--- src/design/mci_params.svh ---
/*
 * Build-time sizes for the management controller fault block
 * Watchdog width, aggregated error source count and pipeline depth
 */

`ifndef MCI_PARAMS_SVH
`define MCI_PARAMS_SVH

// Width of every watchdog count and period field
`define MCI_WDT_WIDTH 32

// Number of external error sources on each aggregated path
`define MCI_AGG_ERR_NUM 8

// Register stages between the masked sources and the all-error register.
// With 2 stages a source shows on all_error three cycles after it is seen
`define MCI_AGG_STAGES 2

`endif

--- src/design/mci_pkg.sv ---
/*
 * Shared types for the fault block
 * Watchdog config, pulse and status structs, hw error structs, agg vector
 */

`include "mci_params.svh"

package mci_pkg;

  ////////////////////
  // Watchdog
  ////////////////////

  typedef logic [`MCI_WDT_WIDTH-1:0] wdt_count_t;

  typedef struct packed {
    logic       timer1_en;
    logic       timer2_en;
    wdt_count_t t1_period;
    wdt_count_t t2_period;
  } wdt_cfg_t;

  // One bit per timer, used for both pet and service requests
  typedef struct packed {
    logic t1;
    logic t2;
  } wdt_pulse_t;

  typedef struct packed {
    logic t1_timeout;
    logic t2_timeout;
  } wdt_status_t;

  ////////////////////
  // Error reporting
  ////////////////////

  typedef struct packed {
    logic nmi_pin;
    logic mcu_sram_ecc_unc;
    logic mcu_sram_dmi_axi_collision;
  } hw_err_fatal_t;

  typedef struct packed {
    logic mbox0_ecc_unc;
    logic mbox1_ecc_unc;
  } hw_err_non_fatal_t;

  typedef logic [`MCI_AGG_ERR_NUM-1:0] agg_err_t;

endpackage

--- src/design/mci_wdt_timer.sv ---
/*
 * Single watchdog stage: up counter with pet, service and sticky timeout
 */

`timescale 1ns/1ps

module mci_wdt_timer
  import mci_pkg::*;
(
  input  logic       core_clk,
  input  logic       reset_i,
  input  logic       run_i,
  input  wdt_count_t period_i,
  input  logic       pet_i,
  input  logic       service_i,
  output wdt_count_t count_o,
  output logic       timeout_o
);

  wdt_count_t count_q;
  logic       timeout_q;
  logic       expired;

  assign expired = (count_q == period_i);

  // Service has the highest priority and also clears the flag.
  // Once the flag is set the count is frozen until a service
  always_ff @(posedge core_clk) begin
    if (reset_i) begin
      count_q   <= '0;
      timeout_q <= 1'b0;
    end else if (service_i) begin
      count_q   <= '0;
      timeout_q <= 1'b0;
    end else if (pet_i && !timeout_q) begin
      count_q <= '0;
    end else if (run_i && !timeout_q) begin
      if (expired) begin
        timeout_q <= 1'b1;
      end else begin
        count_q <= count_q + 1'b1;
      end
    end
  end

  assign count_o   = count_q;
  assign timeout_o = timeout_q;

  pet_restart_a: assert property (
    @(posedge core_clk) disable iff (reset_i)
    (pet_i && !timeout_o) |=> (count_o == '0)
  ) else $error("WDT timer did not restart on pet");

  service_restart_a: assert property (
    @(posedge core_clk) disable iff (reset_i)
    service_i |=> (count_o == '0)
  ) else $error("WDT timer did not restart after service");

endmodule

--- src/design/mci_wdt.sv ---
/*
 * Two-stage watchdog with cascade and independent modes
 * NMI pulse on the rising edge of the second stage timeout
 */

`timescale 1ns/1ps

module mci_wdt
  import mci_pkg::*;
(
  input  logic        core_clk,
  input  logic        reset_i,
  input  wdt_cfg_t    cfg_i,
  input  wdt_pulse_t  pet_i,
  input  wdt_pulse_t  service_i,
  output wdt_status_t status_o,
  output logic        nmi_o
);

  logic t1_timeout;
  logic t2_timeout;
  logic t2_run;
  logic t2_timeout_q;

  // In cascade mode the second stage only counts while the first has expired
  assign t2_run = cfg_i.timer2_en ? 1'b1 : t1_timeout;

  mci_wdt_timer u_timer1 (
    .core_clk  (core_clk),
    .reset_i   (reset_i),
    .run_i     (cfg_i.timer1_en),
    .period_i  (cfg_i.t1_period),
    .pet_i     (pet_i.t1),
    .service_i (service_i.t1),
    .count_o   (),
    .timeout_o (t1_timeout)
  );

  mci_wdt_timer u_timer2 (
    .core_clk  (core_clk),
    .reset_i   (reset_i),
    .run_i     (t2_run),
    .period_i  (cfg_i.t2_period),
    .pet_i     (pet_i.t2),
    .service_i (service_i.t2),
    .count_o   (),
    .timeout_o (t2_timeout)
  );

  ////////////////////
  // NMI edge detect
  ////////////////////

  always_ff @(posedge core_clk) begin
    if (reset_i) begin
      t2_timeout_q <= 1'b0;
    end else begin
      t2_timeout_q <= t2_timeout;
    end
  end

  // High only in the first cycle of a new second stage expiry
  assign nmi_o = t2_timeout & ~t2_timeout_q;

  assign status_o.t1_timeout = t1_timeout;
  assign status_o.t2_timeout = t2_timeout;

  nmi_single_pulse_a: assert property (
    @(posedge core_clk) disable iff (reset_i)
    nmi_o |=> !nmi_o
  ) else $error("NMI held high for more than one cycle");

endmodule

--- src/design/mci_err_capture.sv ---
/*
 * Sticky hardware error register with write-one-to-clear
 * Per-bit mask on the any-error reduction, shared by fatal and non-fatal
 */

`timescale 1ns/1ps

module mci_err_capture
  import mci_pkg::*;
#(
  parameter type err_t = hw_err_fatal_t
) (
  input  logic core_clk,
  input  logic reset_i,
  input  err_t event_i,
  input  err_t mask_i,
  input  err_t clear_i,
  output err_t err_o,
  output logic any_o
);

  err_t err_q;

  // A new event beats a clear of the same bit in the same cycle
  always_ff @(posedge core_clk) begin
    if (reset_i) begin
      err_q <= '0;
    end else begin
      err_q <= (err_q & ~clear_i) | event_i;
    end
  end

  assign err_o = err_q;

  // Mask bit 1 hides the error from the aggregated output only
  assign any_o = |(err_q & ~mask_i);

  event_captured_a: assert property (
    @(posedge core_clk) disable iff (reset_i)
    (|event_i) |=> ((err_o & $past(event_i)) == $past(event_i))
  ) else $error("Error event not captured in the sticky register");

endmodule

--- src/design/mci_err_agg.sv ---
/*
 * Aggregated error path: mask, OR-reduce, pipeline, then combine
 * with the sticky hw error summary into one registered all-error output
 */

`timescale 1ns/1ps

`include "mci_params.svh"

module mci_err_agg
  import mci_pkg::*;
(
  input  logic     core_clk,
  input  logic     reset_i,
  input  agg_err_t src_i,
  input  agg_err_t mask_i,
  input  logic     hw_any_i,
  output logic     all_error_o
);

  agg_err_t                   src_masked;
  logic [`MCI_AGG_STAGES-1:0] stage_q;
  logic                       all_error_q;

  assign src_masked = src_i & ~mask_i;

  ////////////////////
  // Pipeline
  ////////////////////

  // Sources are reduced before the first stage, so every stage is one bit
  always_ff @(posedge core_clk) begin
    if (reset_i) begin
      stage_q <= '0;
    end else begin
      stage_q[0] <= |src_masked;
      for (int i = 1; i < `MCI_AGG_STAGES; i++) begin
        stage_q[i] <= stage_q[i-1];
      end
    end
  end

  // Sticky hw errors skip the pipeline and land here directly
  always_ff @(posedge core_clk) begin
    if (reset_i) begin
      all_error_q <= 1'b0;
    end else begin
      all_error_q <= stage_q[`MCI_AGG_STAGES-1] | hw_any_i;
    end
  end

  assign all_error_o = all_error_q;

  agg_latency_a: assert property (
    @(posedge core_clk) disable iff (reset_i)
    (|src_masked) |-> ##3 all_error_o
  ) else $error("Unmasked aggregated error did not reach all_error on time");

endmodule

--- src/design/mci_top.sv ---
/*
 * Fault block top: watchdog, fatal and non-fatal sticky registers,
 * and the two all-error aggregators
 */

`timescale 1ns/1ps

module mci_top
  import mci_pkg::*;
(
  input  logic              core_clk,
  input  logic              reset_i,
  input  wdt_cfg_t          wdt_cfg_i,
  input  wdt_pulse_t        wdt_pet_i,
  input  wdt_pulse_t        wdt_service_i,
  output wdt_status_t       wdt_status_o,
  input  logic              sram_ecc_unc_i,
  input  logic              sram_dmi_axi_collision_i,
  input  hw_err_non_fatal_t hw_err_non_fatal_i,
  input  hw_err_fatal_t     fatal_mask_i,
  input  hw_err_fatal_t     fatal_clear_i,
  input  hw_err_non_fatal_t non_fatal_mask_i,
  input  hw_err_non_fatal_t non_fatal_clear_i,
  input  agg_err_t          agg_err_i,
  input  agg_err_t          agg_fatal_mask_i,
  input  agg_err_t          agg_non_fatal_mask_i,
  output hw_err_fatal_t     hw_err_fatal_o,
  output hw_err_non_fatal_t hw_err_non_fatal_o,
  output logic              all_error_fatal_o,
  output logic              all_error_non_fatal_o
);

  logic          nmi;
  hw_err_fatal_t fatal_event;
  logic          fatal_any;
  logic          non_fatal_any;

  mci_wdt u_wdt (
    .core_clk  (core_clk),
    .reset_i   (reset_i),
    .cfg_i     (wdt_cfg_i),
    .pet_i     (wdt_pet_i),
    .service_i (wdt_service_i),
    .status_o  (wdt_status_o),
    .nmi_o     (nmi)
  );

  ////////////////////
  // Sticky hw errors
  ////////////////////

  assign fatal_event.nmi_pin                    = nmi;
  assign fatal_event.mcu_sram_ecc_unc           = sram_ecc_unc_i;
  assign fatal_event.mcu_sram_dmi_axi_collision = sram_dmi_axi_collision_i;

  mci_err_capture #(.err_t(hw_err_fatal_t)) u_fatal_cap (
    .core_clk (core_clk),
    .reset_i  (reset_i),
    .event_i  (fatal_event),
    .mask_i   (fatal_mask_i),
    .clear_i  (fatal_clear_i),
    .err_o    (hw_err_fatal_o),
    .any_o    (fatal_any)
  );

  mci_err_capture #(.err_t(hw_err_non_fatal_t)) u_non_fatal_cap (
    .core_clk (core_clk),
    .reset_i  (reset_i),
    .event_i  (hw_err_non_fatal_i),
    .mask_i   (non_fatal_mask_i),
    .clear_i  (non_fatal_clear_i),
    .err_o    (hw_err_non_fatal_o),
    .any_o    (non_fatal_any)
  );

  // Both aggregators see the same sources, each through its own mask
  mci_err_agg u_fatal_agg (
    .core_clk    (core_clk),
    .reset_i     (reset_i),
    .src_i       (agg_err_i),
    .mask_i      (agg_fatal_mask_i),
    .hw_any_i    (fatal_any),
    .all_error_o (all_error_fatal_o)
  );

  mci_err_agg u_non_fatal_agg (
    .core_clk    (core_clk),
    .reset_i     (reset_i),
    .src_i       (agg_err_i),
    .mask_i      (agg_non_fatal_mask_i),
    .hw_any_i    (non_fatal_any),
    .all_error_o (all_error_non_fatal_o)
  );

endmodule

--- config.mk ---
export PLATFORM = sky130hd
export DESIGN_NAME = mci_top
export DESIGN_NICKNAME = d
export VERILOG_FILES = /design/src/design/mci_pkg.sv /design/src/design/mci_wdt_timer.sv /design/src/design/mci_wdt.sv /design/src/design/mci_err_capture.sv /design/src/design/mci_err_agg.sv /design/src/design/mci_top.sv
export VERILOG_INCLUDE_DIRS = /design/src /design/src/design
export SDC_FILE = /design/constraint.sdc
export NUM_CORES = 1
export LEC_CHECK = 0
export BUFFER_PORTS_ARGS = -buffer_cell sky130_fd_sc_hd__buf_2
export CORE_ASPECT_RATIO = 1.4
export CORE_UTILIZATION = 54
export CTS_CLUSTER_SIZE = 24
export DETAILED_ROUTE_END_ITERATION = 10
export GPL_TIMING_DRIVEN = 0
export PLACE_DENSITY_LB_ADDON = 0.12
export SYNTH_ARGS = -nofsm -noshare
export SYNTH_HDL_FRONTEND = slang
export SYNTH_SLANG_ARGS = --single-unit
--- constraint.sdc ---
create_clock -name core_clk -period 2.4 [get_ports core_clk]
set_input_delay 0.48 -clock core_clk [delete_from_list [all_inputs] [get_ports core_clk]]
set_output_delay 0.48 -clock core_clk [all_outputs]
set_load 0.01 [all_outputs]
* After elaboration in Yosys (flattened, before gate mapping) *
Cells that the tools add are included.

storage, ports and cells
  register bits = 78
  output and inout port bits = 9
  logic and storage cells = 59

cells by class
  $add $sub $neg = 2
  eq/ne operators = 2
  mux-type cells = 1
  bitwise operators = 22
  reductions and logical operators = 18

operators by type and width
  kind                     number
  $add A32 B1 Y32 const B  2
  $eq A32 B32 Y1           2
  $and A8 B8 Y8            2
  $not A8 Y8               2
  $reduce_or A8 Y1         2
  $reduce_or A3 Y1         3
  $and A3 B3 Y3            2
  $not A3 Y3               2
  $reduce_and A3 Y1        2
  $reduce_or A2 Y1         3
  $not A1 Y1               5
  $and A2 B2 Y2            2
  $logic_and A1 B1 Y1      4
  $not A2 Y2               2
  $reduce_and A2 Y1        2
  $or A3 B3 Y3             1
  $logic_not A1 Y1         2
  $or A1 B1 Y1             2
  $or A2 B2 Y2             1
  $and A1 B1 Y1            1
  $mux W1                  1

* Logic depth before layout (Yosys ltp) *
Gate-level depths: netlist (run 1).

  word-level depth = 4
  depth in mapped cells = 9
  gate-level depth less buffers = 7

* Modules after synthesis *
From an unflattened synthesis (run 1), not the netlist that was laid out.

second synthesis, totals
  cell total of the unflattened synthesis = 565
  area total of the unflattened synthesis = 4,734.5 um2

by module, submodules not included
  module                              instances  cells an instance  area an instance (um2)  sequential area each (um2)
  mci_wdt_timer                       2          248                2,087.0                 660.6
  mci_err_agg                         2          18                 147.6                   60.1
  mci_err_capture at u_fatal_cap      1          16                 127.6                   60.1
  mci_err_capture at u_non_fatal_cap  1          11                 83.8                    40.0
  mci_wdt                             1          6                  53.8                    20.0

* Least setup slack after synthesis (run 1) *
Ideal clock, no wire load.

  path type = input -> register
  from = input wdt_cfg_i[45] (netlist name)
  to = register u_wdt.u_timer1.count_q[1], in the netlist u_wdt.u_timer1.count_o[1]
  data arrival time = 1.938 ns
  path slack = 0.334 ns
  stages = 8
  path buffers = 2
  cells stage by stage = xnor2_1 > nand4_1 > nor4_4 > a21o_4 > buf_6 > buf_8 > mux2i_1 > nor2_1

on the way
  cells in the longest elaborated chain, start to end = 3

ends and longest elaborated chain
  item                                line                 text
  start, declared                     mci_top.sv:13        input wdt_cfg_t wdt_cfg_i,
  $eq A32 B32 Y1                      mci_wdt_timer.sv:24  assign expired = (count_q == period_i);
  $not A1 Y1 (no source line)         n/a
  $reduce_and A2 Y1 (no source line)  n/a
  end signal, assigned                mci_wdt_timer.sv:41  count_q <= count_q + 1'b1;
  end, declared                       mci_wdt_timer.sv:20  wdt_count_t count_q;

No other way between the ends.
A chain may end at the register's enable or synchronous reset.

* Worst setup path after layout (run 1) *
  from = register u_wdt.u_timer1.count_q[23], in the netlist u_wdt.u_timer1.count_o[23]
  to = register u_wdt.u_timer1.count_q[1], in the netlist u_wdt.u_timer1.count_o[1]

on the way
  cells in the longest elaborated chain, start to end = 3

ends and longest elaborated chain
  item                                line
  $eq A32 B32 Y1                      mci_wdt_timer.sv:24
  $not A1 Y1 (no source line)         n/a
  $reduce_and A2 Y1 (no source line)  n/a

No other way between the ends.

==> results.sh, run 1 <==
export IMPL_area_delta_synth_final_pct=27.05
export IMPL_cts_buffer_depth=2
export IMPL_grt_usage_pct=30.71
export IMPL_cp_start_kind="flop"
export IMPL_syn_avg_cell_area_um2=8.464
export IMPL_hold_viol=0
export IMPL_clock_tree_root_cell="clkbuf_16"
export IMPL_fin_worst_skew_ns=0.003641
export IMPL_drtAntennaViolNets=0
export IMPL_antenna_cells=0
export IMPL_first_pass_iters=4
export IMPL_hold_path_end="u_wdt.u_timer1.timeout_o"
export IMPL_seq_area_frac_synth_pct=34.16
export IMPL_synth_edf_count=0
export IMPL_h_tree_depth=3
export IMPL_setup_slack_ns=0.1324
export IMPL_synth_warning_count=0
export IMPL_relSlewSlack_pct=28.07
export IMPL_ys_flop_type="dfxtp_1"
export IMPL_netlist_instances=540
export IMPL_ys_async_sr_fraction_pct=0
export IMPL_synth_top_cell_by_area="dfxtp_1"
export IMPL_multi_input_area_um2=2833
export IMPL_arrival_ns=2.48
export IMPL_hold_path_class="in -> reg"
export IMPL_post_route_period_util_pct=94.48
export IMPL_rrSetupSlack_ns=0.13
export IMPL_antenna_found_initial=0
export IMPL_dpl_instance_area_um2=5289
export IMPL_tightest_slew_ns=1.069
export IMPL_numCtsBuffers=9
export IMPL_end_kind="flop"
export IMPL_regArea_um2=1562
export IMPL_dpl_hpwl_mm=9.962
export IMPL_clock_latency_ns=0.34
export IMPL_cts_tree="done"
export IMPL_vias_per_cell=5.949
export IMPL_grt_max_degree=13
export IMPL_wirelength_mm=13.35
export IMPL_start_util_pct=55.75
export IMPL_routedWlPerCell_um=16.88
export IMPL_final_nets=796
export IMPL_grt_pass1_vias=4545
export IMPL_max_freq_mhz=441.0
export IMPL_vias=4706
export IMPL_powerDensity_nw_per_um2=535.2
export IMPL_setup_viol=0
export IMPL_drc_errors=0
export IMPL_holdBufCountCts=0
export IMPL_gp_congestion=0.9338
export IMPL_synth_seq_cells=78
export IMPL_grt_remaining_overflow=0
export IMPL_min_from="wdt_service_i[1]"
export IMPL_clock_sinks=78
export IMPL_finalCriticalPeriod_ns=2.268
export IMPL_status="complete, no violations"
export IMPL_fin_area_um2=5807
export IMPL_drv_cap=0
export IMPL_clk_transition_reported_paths_ns=0.06
export IMPL_io_buffers=118
export IMPL_dp_slack_ns=-0.4609
export IMPL_crit_fanout=10
export IMPL_drv_slew=0
export IMPL_worst_ir_drop_vdd_v=0.0004709
export IMPL_syn_num_nets=652
export IMPL_timing_worst_setup_path_type="reg -> reg"
export IMPL_dieArea_um2=8841
export IMPL_synth_area_top_cells="dfxtp_1, xnor2_1, xor2_1, a21oi_1, nand2_1"
export IMPL_grt_pass1_wl_mm=21.06
export IMPL_synth_cell_type_count=62
export IMPL_die_width_um=79.76
export IMPL_core_area_um2=8198
export IMPL_p_leak_nw=2.330
export IMPL_io_pins=119
export IMPL_dr_first_iter_drc_count=244
export IMPL_syn_area_um2=4571
export IMPL_nFillCells=652
export IMPL_die_y_um=110.9
export IMPL_synth_top_area_share_pct=34.16
export IMPL_min_path_cells=2
export IMPL_r2r_end="u_wdt.u_timer1.count_o[1]"
export IMPL_cp_data_required_time_ns=2.61
export IMPL_r2r_start="u_wdt.u_timer1.count_o[23]"
export IMPL_rows=39
export IMPL_worstRegToRegCells=9
export IMPL_drive_gt1_share_pct=27.58
-- power breakdown --
part	total (mW)	internal [mW]	switching (mW)
combinational	0.268	0.129	0.139
clock	1.53	0.995	0.531
sequential	1.31	1.31	0.00683
total	3.11	2.43	0.677
-- layer usage --
metal	wire [um]	global-route usage [%]	up-vias	part of all wire, %
met5	0	0	-	0
met4	665	18.93	0	5.0
met3	584	5.761	48	4.4
met2	7206	55.90	170	54
met1	4897	31.17	2213	37
li1	-	-	2275	-
-- cell type report --
| class | count | share of cell area, % |
|---|---|---|
| clock inverter | 3 | 1.120 |
| clock buffer | 13 | 4.654 |
| timing repair buffer | 133 | 12.11 |
| buffer | 21 | 2.306 |
| tap | 102 | 2.198 |
| sequential | 78 | 26.89 |
| inverter | 30 | 1.939 |
| multi-input combinational | 411 | 48.78 |
-- kinds of logic after synthesis --
| family | Yosys count | synth area share [%] |
|---|---|---|
| compound gates | 123 | 18.40 |
| xor+xnor | 74 | 14.18 |
| fa+ha+maj | 2 | 0.5474 |
| buf+inv | 51 | 5.393 |
| flops | 78 | 34.16 |
| mux | 4 | 0.8760 |
| simple gates | 208 | 26.44 |
-- cells in the mapped netlist (3+ instances only) --
cell type,number
mux2i_1,4
nor2_1,35
xnor2_1,39
a21boi_0,3
o41ai_1,4
or3_1,10
nand2_1,40
nor4_1,16
and4_1,6
and2_1,4
buf_4,4
o21ai_0,12
nand2b_1,6
o21a_1,3
nor2b_1,3
nand4_1,24
a31o_2,6
nand3b_1,3
and3_1,7
buf_2,5
o31ai_1,14
or4_1,19
o21ai_1,5
inv_1,30
dfxtp_1,78
buf_6,3
clkbuf_1,7
xor2_1,35
nand3_1,19
o211ai_1,11
a21oi_1,38
o22ai_1,9
-- sequential cells by signal (all words and copies together), names as in the netlist --
| name | count |
|---|---|
| u_fatal_agg.all_error_o | 1 |
| u_fatal_cap.err_o | 3 |
| u_wdt.t2_timeout_q | 1 |
| u_wdt.u_timer1.timeout_o | 1 |
| u_non_fatal_agg.all_error_o | 1 |
| u_non_fatal_agg.stage_q | 2 |
| u_non_fatal_cap.err_o | 2 |
| u_fatal_agg.stage_q | 2 |
| u_wdt.u_timer2.count_o | 32 |
| u_wdt.u_timer2.timeout_o | 1 |
| u_wdt.u_timer1.count_o | 32 |
-- stage by stage --
step            TNS (ns)  util (%)  total power, mW  hold slack (ns)  instances
2_1_floorplan          0         -            1.457           0.4138        540
3_3_place_gp      -10.08     64.51            1.591           0.4216        760
3_5_place_dp      -12.65     64.51            1.598           0.4249        760
4_1_cts                0     69.52            3.113           0.3025        782
5_1_grt        -0.006932     70.83            3.207           0.3073        791
6_report               0     70.83            3.108           0.3078        791
-- how the worst max path moves through the flow --
stage,cells past startpoint,from,endpoint,slack [ns]
2_1_floorplan,8,wdt_cfg_i[45],u_wdt.u_timer1.count_o[1],0.33
3_3_place_gp,8,wdt_cfg_i[1],u_wdt.u_timer2.count_o[3],-0.43
3_5_place_dp,8,wdt_cfg_i[1],u_wdt.u_timer2.count_o[13],-0.46
4_1_cts,8,u_wdt.u_timer2.count_o[21],u_wdt.u_timer2.count_o[8],0.005
5_1_grt,9,u_wdt.u_timer2.count_o[12],u_wdt.u_timer2.count_o[8],-0.007
6_report,9,u_wdt.u_timer1.count_o[23],u_wdt.u_timer1.count_o[1],0.13
-- placed cells by master, fill, tap and decap left out, types with 7 or more instances in the layout --
master,instances
o21ai_0,12
clkbuf_1,8
o22ai_1,9
dfxtp_1,78
and3_1,7
or4_1,19
nor2_1,35
o211ai_1,11
a21oi_1,38
buf_4,19
buf_2,123
nand4_1,24
xor2_1,35
nand2_1,40
nor4_1,10
nand3_1,18
clkbuf_16,9
or3_1,10
inv_1,30
o31ai_1,14
xnor2_1,38
-- what timing repair did --
action | in CTS | in global routing
gates cloned | 0 | 0
endpoints found under the setup margin | 38 | 24
gates resized for setup | 5 | 6
pin swaps | 2 | 5
setup buffers | 6 | 9
-- critical path, stage by stage, from the launching register on --
cell and delay [ns]:
dfxtp_1 0.34, xnor2_1 0.35, nand4_1 0.22, nor4_4 0.28, buf_4 0.20, a21o_4 0.19
buf_6 0.17, buf_8 0.15, mux2i_1 0.19, nor2_1 0.05
Power figures use the tool's default switching activity.
==> inputs of run 2 (changes only) <==
--- a/config.mk
+++ b/config.mk
@@ -8,6 +8,7 @@
 export LEC_CHECK = 0
 export BUFFER_PORTS_ARGS = -buffer_cell sky130_fd_sc_hd__buf_2
 export CORE_ASPECT_RATIO = 1.4
+export CORE_MARGIN = 8
 export CORE_UTILIZATION = 54
 export CTS_CLUSTER_SIZE = 24
 export DETAILED_ROUTE_END_ITERATION = 10
==> run 2 against run 1 <==
Die area increased by 32%. Register-to-register slack got worse by 0.06 ns. Clock power decreased by 21%. Fmax decreased by 2.8%. Critical path depth decreased by 1. Worst setup slack got worse by 0.065 ns. First-iteration DRC count increased by 18%. Hold slack improved by 0.0028 ns. Routed wire length increased by 3.2%. Core utilization decreased by 1.1 points. Critical path type unchanged. Critical endpoint is now u_wdt.u_timer1.count_o[12].
==> results.sh, run 2 (synthesis gave the netlist of run 1 again) <==
export IMPL_min_from="wdt_service_i[1]"
export IMPL_holdBufCountCts=0
export IMPL_cts_tree="done"
export IMPL_worst_ir_drop_vdd_v=0.0004883
export IMPL_nFillCells=724
export IMPL_fin_util_pct=69.69
export IMPL_drive_gt1_share_pct=27.01
export IMPL_vias=4622
export IMPL_timing_worst_setup_path_type="reg -> reg"
export IMPL_finalCriticalPeriod_ns=2.332
export IMPL_numCtsBuffers=9
export IMPL_io_buffers=118
export IMPL_power_net_switching_mw=0.6445
export IMPL_dieArea_um2=11710
export IMPL_setup_slack_ns=0.06755
export IMPL_drc_errors=0
export IMPL_first_pass_iters=5
export IMPL_cts_buffer_depth=2
export IMPL_max_freq_mhz=428.7
export IMPL_clock_sinks=78
export IMPL_fin_worst_skew_ns=0.005466
export IMPL_grt_pass1_vias=4686
export IMPL_cp_data_required_time_ns=2.63
export IMPL_routedWlPerCell_um=17.51
export IMPL_clk_transition_reported_paths_ns=0.06
export IMPL_die_width_um=93.76
export IMPL_worstRegToRegCells=8
export IMPL_h_tree_depth=3
export IMPL_hold_viol=0
export IMPL_status="complete, no violations"
export IMPL_antenna_found_initial=0
export IMPL_antenna_cells=0
export IMPL_p_leak_nw=2.283
export IMPL_cp_start_kind="flop"
export IMPL_grt_remaining_overflow=0
export IMPL_layout_commonest_cell="buf_2"
export IMPL_p_comb_share_pct=9.5
export IMPL_rows=39
export IMPL_drtAntennaViolNets=0
export IMPL_clock_latency_ns=0.34
export IMPL_crit_fanout=10
export IMPL_p_sw_share_pct=23.06
export IMPL_fin_tns_setup_ns=0
export IMPL_setup_viol=0
export IMPL_power_frac_seq_pct=47.0
export IMPL_post_route_period_util_pct=97.19
export IMPL_p_int_mw=2.151
export IMPL_drv_cap=0
export IMPL_tightest_slew_ns=1.075
export IMPL_dr_first_iter_drc_count=287
export IMPL_r2r_start="u_wdt.u_timer1.count_o[14]"
export IMPL_relSlewSlack_pct=27.71
export IMPL_r2r_end="u_wdt.u_timer1.count_o[12]"
export IMPL_core_area_um2=8198
export IMPL_regArea_um2=1562
export IMPL_clock_tree_root_cell="clkbuf_16"
export IMPL_multi_input_area_um2=2833
export IMPL_start_util_pct=55.75
export IMPL_arrival_ns=2.56
export IMPL_wirelength_mm=13.78
export IMPL_rrSetupSlack_ns=0.07
export IMPL_hold_path_end="u_wdt.u_timer1.timeout_o"
export IMPL_min_path_cells=2
export IMPL_end_kind="flop"
export IMPL_final_nets=794
export IMPL_dp_slack_ns=-0.4426
export IMPL_clkPwrFrac_pct=43.4
export IMPL_io_pins=119
export IMPL_powerDensity_nw_per_um2=489.3
export IMPL_grt_max_degree=12
export IMPL_drv_slew=0
export IMPL_grt_pass1_wl_mm=21.98
export IMPL_vias_per_cell=5.873
export IMPL_mostFrequentLayoutCells="buf_2, dfxtp_1, nand2_1, xnor2_1, a21oi_1"
export IMPL_gp_congestion=0.8977
export IMPL_grt_usage_pct=23.40
export IMPL_area_delta_synth_final_pct=24.99
export IMPL_dpl_hpwl_mm=10.58
export IMPL_hold_path_class="in -> reg"
export IMPL_die_y_um=124.9
## run 2: layout make-up
class	instances	area share, %
multi-input cells	411	49.58
well taps	102	2.234
plain buffers	21	2.343
repair buffers	131	12.05
clock buffers	12	4.314
inverters	30	1.971
flip-flops and latches	78	27.33
clock inverters	2	0.1752
## run 2: how the worst max path moves through the flow
stage / startpoint / endpoint / cells past startpoint
2_1_floorplan: wdt_cfg_i[45] / u_wdt.u_timer1.count_o[1] / 8
3_3_place_gp: wdt_cfg_i[1] / u_wdt.u_timer2.count_o[3] / 8
3_5_place_dp: wdt_cfg_i[1] / u_wdt.u_timer2.count_o[3] / 8
4_1_cts: u_wdt.u_timer2.count_o[7] / u_wdt.u_timer2.count_o[8] / 8
5_1_grt: u_wdt.u_timer2.count_o[4] / u_wdt.u_timer2.count_o[22] / 9
6_report: u_wdt.u_timer1.count_o[14] / u_wdt.u_timer1.count_o[12] / 8
## run 2: timing repair
action                     in CTS  in global routing
buffers inserted                5                  8
pin swaps                       2                  6
setup endpoints to repair      29                 23
gates resized for setup         5                  6
## run 2: power groups by stage
stage                     Sequential (mW)  Combinational [mW]  Clock (mW)
final                                1.31               0.267        1.21
after global routing                 1.32               0.289        1.29
after CTS                            1.31               0.260        1.23
after detailed placement             1.34               0.256           0
after global placement               1.34               0.248           0
after floorplan                      1.35               0.111           0
## run 2: worst max-delay path: stages, from the launching register on
cell and delay, ns:
dfxtp_1 0.36, xnor2_1 0.32, nand4_1 0.23, nor4_4 0.44
buf_4 0.19, a211oi_4 0.05, buf_4 0.18, buf_2 0.20
a31o_2 0.25
## run 2: layer usage
metal,wire [um],vias to the layer above,global-route usage (%),share of wire (%)
met2,7535,139,42.70,55
li1,-,2278,-,-
met3,686,44,5.549,5.0
met5,0,-,0,0
met1,4932,2161,23.18,36
met4,628,0,12.65,4.6
## run 2: through the flow
step	hold WS [ns]	instance area, um^2	instances	power, mW
after global routing	0.3105	5713	787	2.896
after detailed placement	0.4519	5289	760	1.599
after CTS	0.3021	5613	779	2.806
final	0.3106	5713	787	2.795
after global placement	0.4224	5289	760	1.590
after floorplan	0.4138	4571	540	1.457
